==> config.mk <==
export PLATFORM = sky130hd
export DESIGN_NAME = weight_update_top
export DESIGN_NICKNAME = d
export VERILOG_FILES = /design/src/hw/nn_pkg.sv /design/src/hw/update_cfg_regs.sv /design/src/hw/weight_row_update.sv /design/src/hw/weight_update_top.sv /design/src/hw/weight_updater.sv
export VERILOG_INCLUDE_DIRS = /design/src /design/src/hw
export SDC_FILE = /design/constraint.sdc
export NUM_CORES = 2
export LEC_CHECK = 0
export BUFFER_PORTS_ARGS = -buffer_cell sky130_fd_sc_hd__buf_2
export CORE_AREA = 3 3 389 391
export CTS_BUF_LIST = sky130_fd_sc_hd__clkbuf_4 sky130_fd_sc_hd__clkbuf_8
export DETAILED_ROUTE_END_ITERATION = 10
export DIE_AREA = 0 0 392 394
export GPL_ROUTABILITY_DRIVEN = 0
export PLACE_DENSITY = 0.73
export RECOVER_POWER = 25
export SLEW_MARGIN = 5
export SYNTH_ARGS = -nofsm -noshare
export SYNTH_HDL_FRONTEND = slang
export SYNTH_SLANG_ARGS = --single-unit
==> constraint.sdc <==
create_clock -name clk -period 14.9 [get_ports clk]
set_input_delay 2.98 -clock clk [delete_from_list [all_inputs] [get_ports clk]]
set_output_delay 2.98 -clock clk [all_outputs]
set_load 0.02 [all_outputs]
==> src/hw/nn_settings.svh <==
`ifndef NN_SETTINGS_SVH
`define NN_SETTINGS_SVH

////////////////////////////////////////
// Layer geometry
////////////////////////////////////////

// Neurons per layer, also rows and columns of the weight matrix
`define NEURON_NUM 5

////////////////////////////////////////
// Cell widths
////////////////////////////////////////

// Unsigned activation from the forward pass
`define ACTIVATION_WIDTH 9
// Signed error term per neuron
`define DELTA_CELL_WIDTH 12
// Signed weight
`define WEIGHT_CELL_WIDTH 16
// Fixed-point fraction bits dropped from each product
`define FRACTION_WIDTH 0
// Learning-rate shift field
`define LR_SHIFT_WIDTH 4

`endif

==> src/hw/nn_pkg.sv <==
`include "nn_settings.svh"

package nn_pkg;

	////////////////////////////////////////
	// Cell and vector types
	////////////////////////////////////////

	// Row counter, wide enough to hold NEURON_NUM
	localparam int ROW_IDX_WIDTH = $clog2(`NEURON_NUM + 1);

	// Configuration register map
	localparam logic CFG_ADDR_LR_SHIFT = 1'b0;
	localparam logic CFG_ADDR_SAT_EN   = 1'b1;

	typedef logic        [`ACTIVATION_WIDTH-1:0]  act_cell_t;
	typedef logic signed [`DELTA_CELL_WIDTH-1:0]  delta_cell_t;
	typedef logic signed [`WEIGHT_CELL_WIDTH-1:0] weight_cell_t;
	typedef logic        [ROW_IDX_WIDTH-1:0]      row_idx_t;

	// Vectors indexed by neuron, matrix indexed [j][i]
	typedef act_cell_t    [`NEURON_NUM-1:0] act_vec_t;
	typedef delta_cell_t  [`NEURON_NUM-1:0] delta_vec_t;
	typedef weight_cell_t [`NEURON_NUM-1:0] weight_row_t;
	typedef weight_row_t  [`NEURON_NUM-1:0] weight_mat_t;

	////////////////////////////////////////
	// Transfer types
	////////////////////////////////////////

	// Full job from upstream
	typedef struct packed {
		act_vec_t    a;
		delta_vec_t  delta;
		weight_mat_t w;
	} upd_job_t;

	// Finished job
	typedef struct packed {
		weight_mat_t w;
		logic        error;
	} upd_result_t;

	// One row into the cell pipeline
	typedef struct packed {
		row_idx_t    row;
		delta_cell_t delta_j;
		act_vec_t    a;
		weight_row_t w_row;
	} row_req_t;

	// One updated row out of the cell pipeline
	typedef struct packed {
		row_idx_t    row;
		weight_row_t w_row;
		logic        ovf;
	} row_rsp_t;

	// Config write port
	typedef struct packed {
		logic       addr;
		logic [7:0] data;
	} cfg_wr_t;

	// Settings seen by the datapath
	typedef struct packed {
		logic [`LR_SHIFT_WIDTH-1:0] lr_shift;
		logic                       sat_en;
	} upd_cfg_t;

endpackage

==> src/hw/update_cfg_regs.sv <==
`timescale 1ns/1ps
`include "nn_settings.svh"

module update_cfg_regs (
	input  logic             clk,
	input  logic             arst_n,
	input  logic             cfg_we,
	input  nn_pkg::cfg_wr_t  cfg,
	output nn_pkg::upd_cfg_t upd_cfg
);
	import nn_pkg::*;

	// Largest shift the lr_shift field can hold
	localparam int LR_SHIFT_MAX = (1 << `LR_SHIFT_WIDTH) - 1;

	////////////////////////////////////////
	// Register file
	////////////////////////////////////////

	// Two single-field registers, selected by addr
	// Defaults give plain gradient step with saturation
	always_ff @(posedge clk or negedge arst_n) begin
		if (!arst_n) begin
			upd_cfg.lr_shift <= '0;
			upd_cfg.sat_en   <= 1'b1;
		end else if (cfg_we) begin
			case (cfg.addr)
				CFG_ADDR_LR_SHIFT: begin
					// Low data bits only
					upd_cfg.lr_shift <= cfg.data[`LR_SHIFT_WIDTH-1:0];
				end
				CFG_ADDR_SAT_EN: begin
					upd_cfg.sat_en <= cfg.data[0];
				end
			endcase
		end
	end

	////////////////////////////////////////
	// Checks
	////////////////////////////////////////

	// Software must not program a shift the field would truncate
	lr_shift_range_a: assert property (@(posedge clk) disable iff (!arst_n)
		(cfg_we && cfg.addr == CFG_ADDR_LR_SHIFT) |-> (int'(cfg.data) <= LR_SHIFT_MAX))
		else $error("lr_shift write out of range: %0h", cfg.data);

endmodule

==> src/hw/weight_row_update.sv <==
`timescale 1ns/1ps
`include "nn_settings.svh"

module weight_row_update (
	input  logic             clk,
	input  logic             arst_n,
	input  nn_pkg::upd_cfg_t upd_cfg,
	input  logic             row_valid,
	input  nn_pkg::row_req_t row_req,
	output logic             rsp_valid,
	output nn_pkg::row_rsp_t row_rsp
);
	import nn_pkg::*;

	// Delta times zero-extended activation
	localparam int PROD_WIDTH = `DELTA_CELL_WIDTH + `ACTIVATION_WIDTH + 1;
	// Wider operand plus one guard bit for the subtract
	localparam int DIFF_WIDTH = ((PROD_WIDTH > `WEIGHT_CELL_WIDTH) ?
		PROD_WIDTH : `WEIGHT_CELL_WIDTH) + 1;
	// Bits that all equal the sign when the result fits a weight
	localparam int TOP_WIDTH = DIFF_WIDTH - `WEIGHT_CELL_WIDTH + 1;

	// Weight range limits
	localparam weight_cell_t W_MAX = {1'b0, {(`WEIGHT_CELL_WIDTH - 1){1'b1}}};
	localparam weight_cell_t W_MIN = {1'b1, {(`WEIGHT_CELL_WIDTH - 1){1'b0}}};

	// Stage 1
	logic signed [PROD_WIDTH-1:0] prod [`NEURON_NUM];
	logic signed [PROD_WIDTH-1:0] s1_prod [`NEURON_NUM];
	logic                         s1_valid;
	row_idx_t                     s1_row;
	weight_row_t                  s1_w_row;
	logic                         s1_sat_en;

	// Stage 2
	logic signed [DIFF_WIDTH-1:0] diff [`NEURON_NUM];
	logic [`NEURON_NUM-1:0]       cell_ovf;
	weight_row_t                  new_w_row;

	////////////////////////////////////////
	// Stage 1, scaled products
	////////////////////////////////////////

	always_comb begin
		for (int i = 0; i < `NEURON_NUM; i++) begin
			// Activation is unsigned, so pad a zero sign bit
			prod[i] = $signed(row_req.delta_j) * $signed({1'b0, row_req.a[i]});
			// Fraction scaling and learning rate in one arithmetic shift
			prod[i] = prod[i] >>> (`FRACTION_WIDTH + upd_cfg.lr_shift);
		end
	end

	always_ff @(posedge clk or negedge arst_n) begin
		if (!arst_n) begin
			s1_valid <= 1'b0;
		end else begin
			s1_valid <= row_valid;
		end
	end

	// Row data rides along with its products
	always_ff @(posedge clk) begin
		if (row_valid) begin
			s1_prod   <= prod;
			s1_row    <= row_req.row;
			s1_w_row  <= row_req.w_row;
			s1_sat_en <= upd_cfg.sat_en;
		end
	end

	////////////////////////////////////////
	// Stage 2, subtract and limit
	////////////////////////////////////////

	always_comb begin
		for (int i = 0; i < `NEURON_NUM; i++) begin
			// Full precision, no overflow possible here
			diff[i] = $signed(s1_w_row[i]) - s1_prod[i];
			// Out of range unless top bits are all zeros or all ones
			cell_ovf[i] = (diff[i][DIFF_WIDTH-1 -: TOP_WIDTH] != '0) &&
				(diff[i][DIFF_WIDTH-1 -: TOP_WIDTH] != '1);
			if (cell_ovf[i] && s1_sat_en) begin
				// Clamp toward the side the true result lies on
				new_w_row[i] = diff[i][DIFF_WIDTH-1] ? W_MIN : W_MAX;
			end else begin
				// Wrap, or plain in-range result
				new_w_row[i] = diff[i][`WEIGHT_CELL_WIDTH-1:0];
			end
		end
	end

	always_ff @(posedge clk or negedge arst_n) begin
		if (!arst_n) begin
			rsp_valid <= 1'b0;
		end else begin
			rsp_valid <= s1_valid;
		end
	end

	always_ff @(posedge clk) begin
		if (s1_valid) begin
			row_rsp.row   <= s1_row;
			row_rsp.w_row <= new_w_row;
			// Any cell out of range flags the whole row
			row_rsp.ovf   <= |cell_ovf;
		end
	end

	// Fixed two-cycle latency, the sequencer relies on it
	latency_a: assert property (@(posedge clk) disable iff (!arst_n)
		rsp_valid == $past(row_valid, 2))
		else $error("Row pipeline latency broken");

endmodule

==> src/hw/weight_update_top.sv <==
`timescale 1ns/1ps

module weight_update_top (
	input  logic                clk,
	input  logic                arst_n,
	input  logic                cfg_we,
	input  nn_pkg::cfg_wr_t     cfg,
	input  logic                in_valid,
	output logic                in_ready,
	input  nn_pkg::upd_job_t    in_job,
	output logic                out_valid,
	input  logic                out_ready,
	output nn_pkg::upd_result_t out_result
);
	import nn_pkg::*;

	// Config to datapath
	upd_cfg_t upd_cfg;

	// Sequencer to row pipeline and back
	logic     row_valid;
	row_req_t row_req;
	logic     rsp_valid;
	row_rsp_t row_rsp;

	update_cfg_regs cfg_regs_inst (
		.clk     (clk    ),
		.arst_n  (arst_n ),
		.cfg_we  (cfg_we ),
		.cfg     (cfg    ),
		.upd_cfg (upd_cfg)
	);

	weight_updater updater_inst (
		.clk        (clk       ),
		.arst_n     (arst_n    ),
		.in_valid   (in_valid  ),
		.in_ready   (in_ready  ),
		.in_job     (in_job    ),
		.out_valid  (out_valid ),
		.out_ready  (out_ready ),
		.out_result (out_result),
		.row_valid  (row_valid ),
		.row_req    (row_req   ),
		.rsp_valid  (rsp_valid ),
		.row_rsp    (row_rsp   )
	);

	weight_row_update row_update_inst (
		.clk       (clk      ),
		.arst_n    (arst_n   ),
		.upd_cfg   (upd_cfg  ),
		.row_valid (row_valid),
		.row_req   (row_req  ),
		.rsp_valid (rsp_valid),
		.row_rsp   (row_rsp  )
	);

endmodule

==> src/hw/weight_updater.sv <==
`timescale 1ns/1ps
`include "nn_settings.svh"

module weight_updater (
	input  logic                clk,
	input  logic                arst_n,
	input  logic                in_valid,
	output logic                in_ready,
	input  nn_pkg::upd_job_t    in_job,
	output logic                out_valid,
	input  logic                out_ready,
	output nn_pkg::upd_result_t out_result,
	output logic                row_valid,
	output nn_pkg::row_req_t    row_req,
	input  logic                rsp_valid,
	input  nn_pkg::row_rsp_t    row_rsp
);
	import nn_pkg::*;

	localparam row_idx_t LAST_ROW = row_idx_t'(`NEURON_NUM - 1);

	// Job copy and issue position
	upd_job_t    job_q;
	row_idx_t    issue_row;

	// Result being assembled
	weight_mat_t res_w;
	logic        res_err;

	// Handshake events
	logic        accept;
	logic        send;
	logic        last_rsp;

	assign accept   = in_valid && in_ready;
	assign send     = out_valid && out_ready;
	assign last_rsp = rsp_valid && (row_rsp.row == LAST_ROW);

	////////////////////////////////////////
	// Control
	////////////////////////////////////////

	always_ff @(posedge clk or negedge arst_n) begin
		if (!arst_n) begin
			in_ready  <= 1'b1;
			row_valid <= 1'b0;
			issue_row <= '0;
			out_valid <= 1'b0;
			res_err   <= 1'b0;
		end else begin
			if (accept) begin
				// Row 0 goes out the next cycle
				in_ready  <= 1'b0;
				row_valid <= 1'b1;
				issue_row <= '0;
				res_err   <= 1'b0;
			end else if (row_valid) begin
				if (issue_row == LAST_ROW) begin
					row_valid <= 1'b0;
				end else begin
					issue_row <= issue_row + 1'b1;
				end
			end
			// Sticky over all rows of the job
			if (rsp_valid) begin
				res_err <= res_err | row_rsp.ovf;
			end
			if (last_rsp) begin
				out_valid <= 1'b1;
			end
			// Ready again only once the result has left
			if (send) begin
				out_valid <= 1'b0;
				in_ready  <= 1'b1;
			end
		end
	end

	////////////////////////////////////////
	// Data
	////////////////////////////////////////

	always_ff @(posedge clk) begin
		if (accept) begin
			job_q <= in_job;
		end
		// Rows land by their own index
		if (rsp_valid) begin
			res_w[row_rsp.row] <= row_rsp.w_row;
		end
	end

	// Current row, straight from the job copy
	always_comb begin
		row_req.row     = issue_row;
		row_req.delta_j = job_q.delta[issue_row];
		row_req.a       = job_q.a;
		row_req.w_row   = job_q.w[issue_row];
	end

	assign out_result = '{w: res_w, error: res_err};

	// Accept and deliver never overlap
	ready_valid_excl_a: assert property (@(posedge clk) disable iff (!arst_n)
		!(in_ready && out_valid))
		else $error("in_ready and out_valid both high");

	// Held result under back-pressure
	out_stable_a: assert property (@(posedge clk) disable iff (!arst_n)
		(out_valid && !out_ready) |=> (out_valid && $stable(out_result)))
		else $error("out_result changed while stalled");

endmodule

==> metrics.md <==
| Metric | Value |
|---|---|
| Data arrival, critical path | about 11 ns |
| Core Area | 148000 sq um |
| Most area-consuming cells after synthesis | edfxtp_1 49%, fa_1 13%, ha_1 6.2%, inv_1 3.8%, mux4_2 3.7% |
| FP Rows | roughly 140 |
| Max Clk Rate | between 0.09 and 0.1 GHz |
| Global-route usage over all layers | 0.273 |
| Die ar. | between 150000 and 200000 sq um |
| Status | finished with violations |
| Cell taking the most area after synthesis | edfxtp_1 |
| Starting DRC count in detailed routing | ~4.6k |
| # fillers | ~12k |
| Seq/Total Area, Yosys | 0.496 |
| Syn. warnings | 0 |
| Boundary pin count | 922 |
| Total gr overflow | 0 |
| Hold Path Origin | row_update_inst.s1_row[0]$_DFFE_PP_ |
| Post-synth top area share | 0.491 |
| Post-synth EDFFs | 1183 |
| Final min period | 10.45 ns |
| Vias in the first global route | 49.0k |
| Fraction of registers with async set/reset | 0.0117 |
| Critical path fanouts, max | 40 |
| Synth cell count leaders | 1183 x edfxtp_1, 725 x inv_1, 475 x fa_1 |
| Crit path kind | reg2reg |
| Post-CTS Resized | 0 |
| Detailed Routing Iterations Pass 1 | 6 |
| Startpoint types | flip-flop |
| Post-layout util | 0.561 |
| DPL Wire Length | around 160 mm |
| Cell count after placement | between 8k and 9k |
| CTS H-Tree Depth | 4 |
| Tcrit/Tclk final | 0.702 |
| First-pass GRT wire length | about 310 mm |
| Syn Nets | 7015 |
| Setup Total Neg Slack | 0 ns |
| Final hold violations | 0 |
| TritonCTS Buffers | 192 |
| Synthesized instance count | around 5.7k |
| Routed vias | roughly 49k |
| Largest net degree at the start of global routing | 95 |
| Initial Util | 0.490 |
| Endpoint class of the critical path | flip-flop |
| Clk slew on worst S/H paths | 0.06 ns |
| Post-synthesis to final-layout area growth | 14.6% |
| Failing checks | capacitance limit, slew limit |
| CTS sink cnt | ~1.2k |
| Worst hold path class | reg2reg |
| Cell Area, Synth | 72400 sq um |
| Ys flop type | edfxtp_1 |
| Reg2reg end | row_update_inst.s1_prod[97]$_DFFE_PP_ |
| R2r startpoint | updater_inst.issue_row[0]$_DFFE_PN0P_ |
| Final Hold Slack | between 0.4 and 0.5 ns |
| Root Driver | clkbuf_8 |
| Synth Register Bits | roughly 1.2k |
| Reg-to-reg slack, setup | between 4 and 5 ns |
| Post-CTS setup buffers | 0 |
| Fin nets | just under 8k |
| R2r worst-path depth | 26 |
| Die width | 392 um |
| Unrepaired setup endpoints after global routing | no |
| # DRC | 0 |
| Most common cell in the netlist | edfxtp_1 |
| Setup Skew | 0.0674 ns |
| MaxCap Viol Count | 9 |
| Vias per std cell | between 5 and 6 |
| Number of cells on the worst hold path | 0 |
| CTS tree | yes |
| Wirelength per Cell | around 25 um |
| Synth unique cells | slightly below 100 |
| Initial antenna violation count | 64 |
| DRT antenna net count | 0 |
| Final Max Tran Viols | approximately 370 |
| Req. time, crit path | between 15 and 20 ns |
| Post-synthesis average cell area | 12.8 sq um |
| Hold endpoint | row_update_inst.row_rsp[81]$_DFFE_PP_ |
| I/O Buffers | 917 |
| Die height | 394 um |
| CTS max path bufs | 3 |
| Final WL | 214 mm |
| Layout cells sized above 1 | 0.220 |
| Slew @ Worst Pin | 3.15 ns |
| Slew HR | -1.10 |
| Final Non-Filler Cells | 8714 |
| Final Setup Violations | 0 |
| Clk_lat worst skew | about 0.93 ns |
| Hold Buf Count CTS | 0 |
-- through the flow --
stage	setup slack (ns)	area [sq um]
floorplan	4.75	72400
global placement	5.46	78900
detailed placement	5.36	78900
CTS	5.33	82900
global route	4.00	82900
finish	4.45	82900
-- state kept, by name, indices dropped and copies added, names as in the netlist --
name	cells
row_update_inst.s1_sat_en	1
updater_inst.issue_row	3
updater_inst.res_err	1
updater_inst.out_valid	1
cfg_regs_inst.upd_cfg	5
row_update_inst.row_rsp	84
row_update_inst.s1_row	3
row_update_inst.s1_prod	110
updater_inst.out_result	400
row_update_inst.s1_w_row	80
updater_inst.job_q	460
row_update_inst.rsp_valid	1
updater_inst.row_req	45
row_update_inst.s1_valid	1
updater_inst.in_ready	1
updater_inst.row_valid	1
-- layer usage --
metal	track usage	up-vias	part of all wire
li1	-	22000	-
met3	0.0640	452	0.092
met5	0	-	0.00065
met1	0.339	24600	0.37
met4	0.144	20	0.054
met2	0.443	2340	0.48
-- critical path, cell delays in order, from the launching register on --
cell and delay (ns):
dfrtp_1 1.53, buf_4 0.83, mux4_2 0.35, a22o_1 0.29, buf_4 0.56, nand2_1 0.16
fa_1 0.52, inv_1 0.05, fa_1 0.50, inv_1 0.05, fa_1 0.52, inv_1 0.04
fa_1 0.47, inv_1 0.05, fa_1 0.47, inv_1 0.04, ha_1 0.35, o21ai_0 0.18
a21oi_1 0.10, a41oi_1 0.45, o21ai_1 0.18, nor2b_1 0.19, a2bb2oi_1 0.14, xnor2_1 0.73
o22ai_1 0.16, a221oi_1 0.77, o221ai_1 0.28
-- kinds of logic after synthesis --
family                     Yosys count  share of synthesized area
and+or+nand+nor                   1225                     0.0846
DFF                               1197                      0.496
buffers and inverters              982                     0.0515
AOI/OAI and AO/OA                  970                     0.0941
adders and majority gates          832                      0.193
muxes                              267                     0.0578
xor gates and xnor gates           191                     0.0232
-- final cells by class --
type	count	area (sq um)	area share
well taps	1930	2410	0.0291
clock inverters	116	948	0.0114
flip-flops and latches	1197	35900	0.433
diodes	50	125	0.00151
multi-input cells	3485	32800	0.396
clock buffers	237	3010	0.0362
inverters	728	2740	0.0330
repair buffers	971	4990	0.0602
-- worst max-delay path by stage --
stage                                                       end                                  start  slack, ns
after global placement    row_update_inst.s1_prod[58]$_DFFE_PP_  updater_inst.issue_row[0]$_DFFE_PN0P_       5.46
after floorplan                updater_inst.row_valid$_DFF_PN0_                               in_valid       4.75
after CTS                 row_update_inst.s1_prod[97]$_DFFE_PP_  updater_inst.issue_row[0]$_DFFE_PN0P_       5.33
after detailed placement  row_update_inst.s1_prod[58]$_DFFE_PP_  updater_inst.issue_row[0]$_DFFE_PN0P_       5.36
final                     row_update_inst.s1_prod[97]$_DFFE_PP_  updater_inst.issue_row[0]$_DFFE_PN0P_       4.45
after global routing      row_update_inst.s1_prod[97]$_DFFE_PP_  updater_inst.issue_row[0]$_DFFE_PN0P_       4.00
-- layout by cell type, fill, tap and decap left out, drive strengths merged, types with 79 or more instances in the layout --
| cell | instances |
|---|---|
| inv | 732 |
| clkbuf | 244 |
| a211oi | 79 |
| o21ai | 171 |
| nor2 | 187 |
| nand2 | 418 |
| buf | 964 |
| a21oi | 215 |
| mux2i | 129 |
| and2 | 226 |
| ha | 357 |
| fa | 475 |
| edfxtp | 1183 |
| a22o | 95 |
| mux4 | 119 |
| xnor2 | 126 |
| nor2b | 106 |
| clkinv | 98 |
| a21o | 86 |
Power is left out: the tool's default activity adds up to more than one toggle a clock period on the data nets, which glitch-free logic cannot reach.
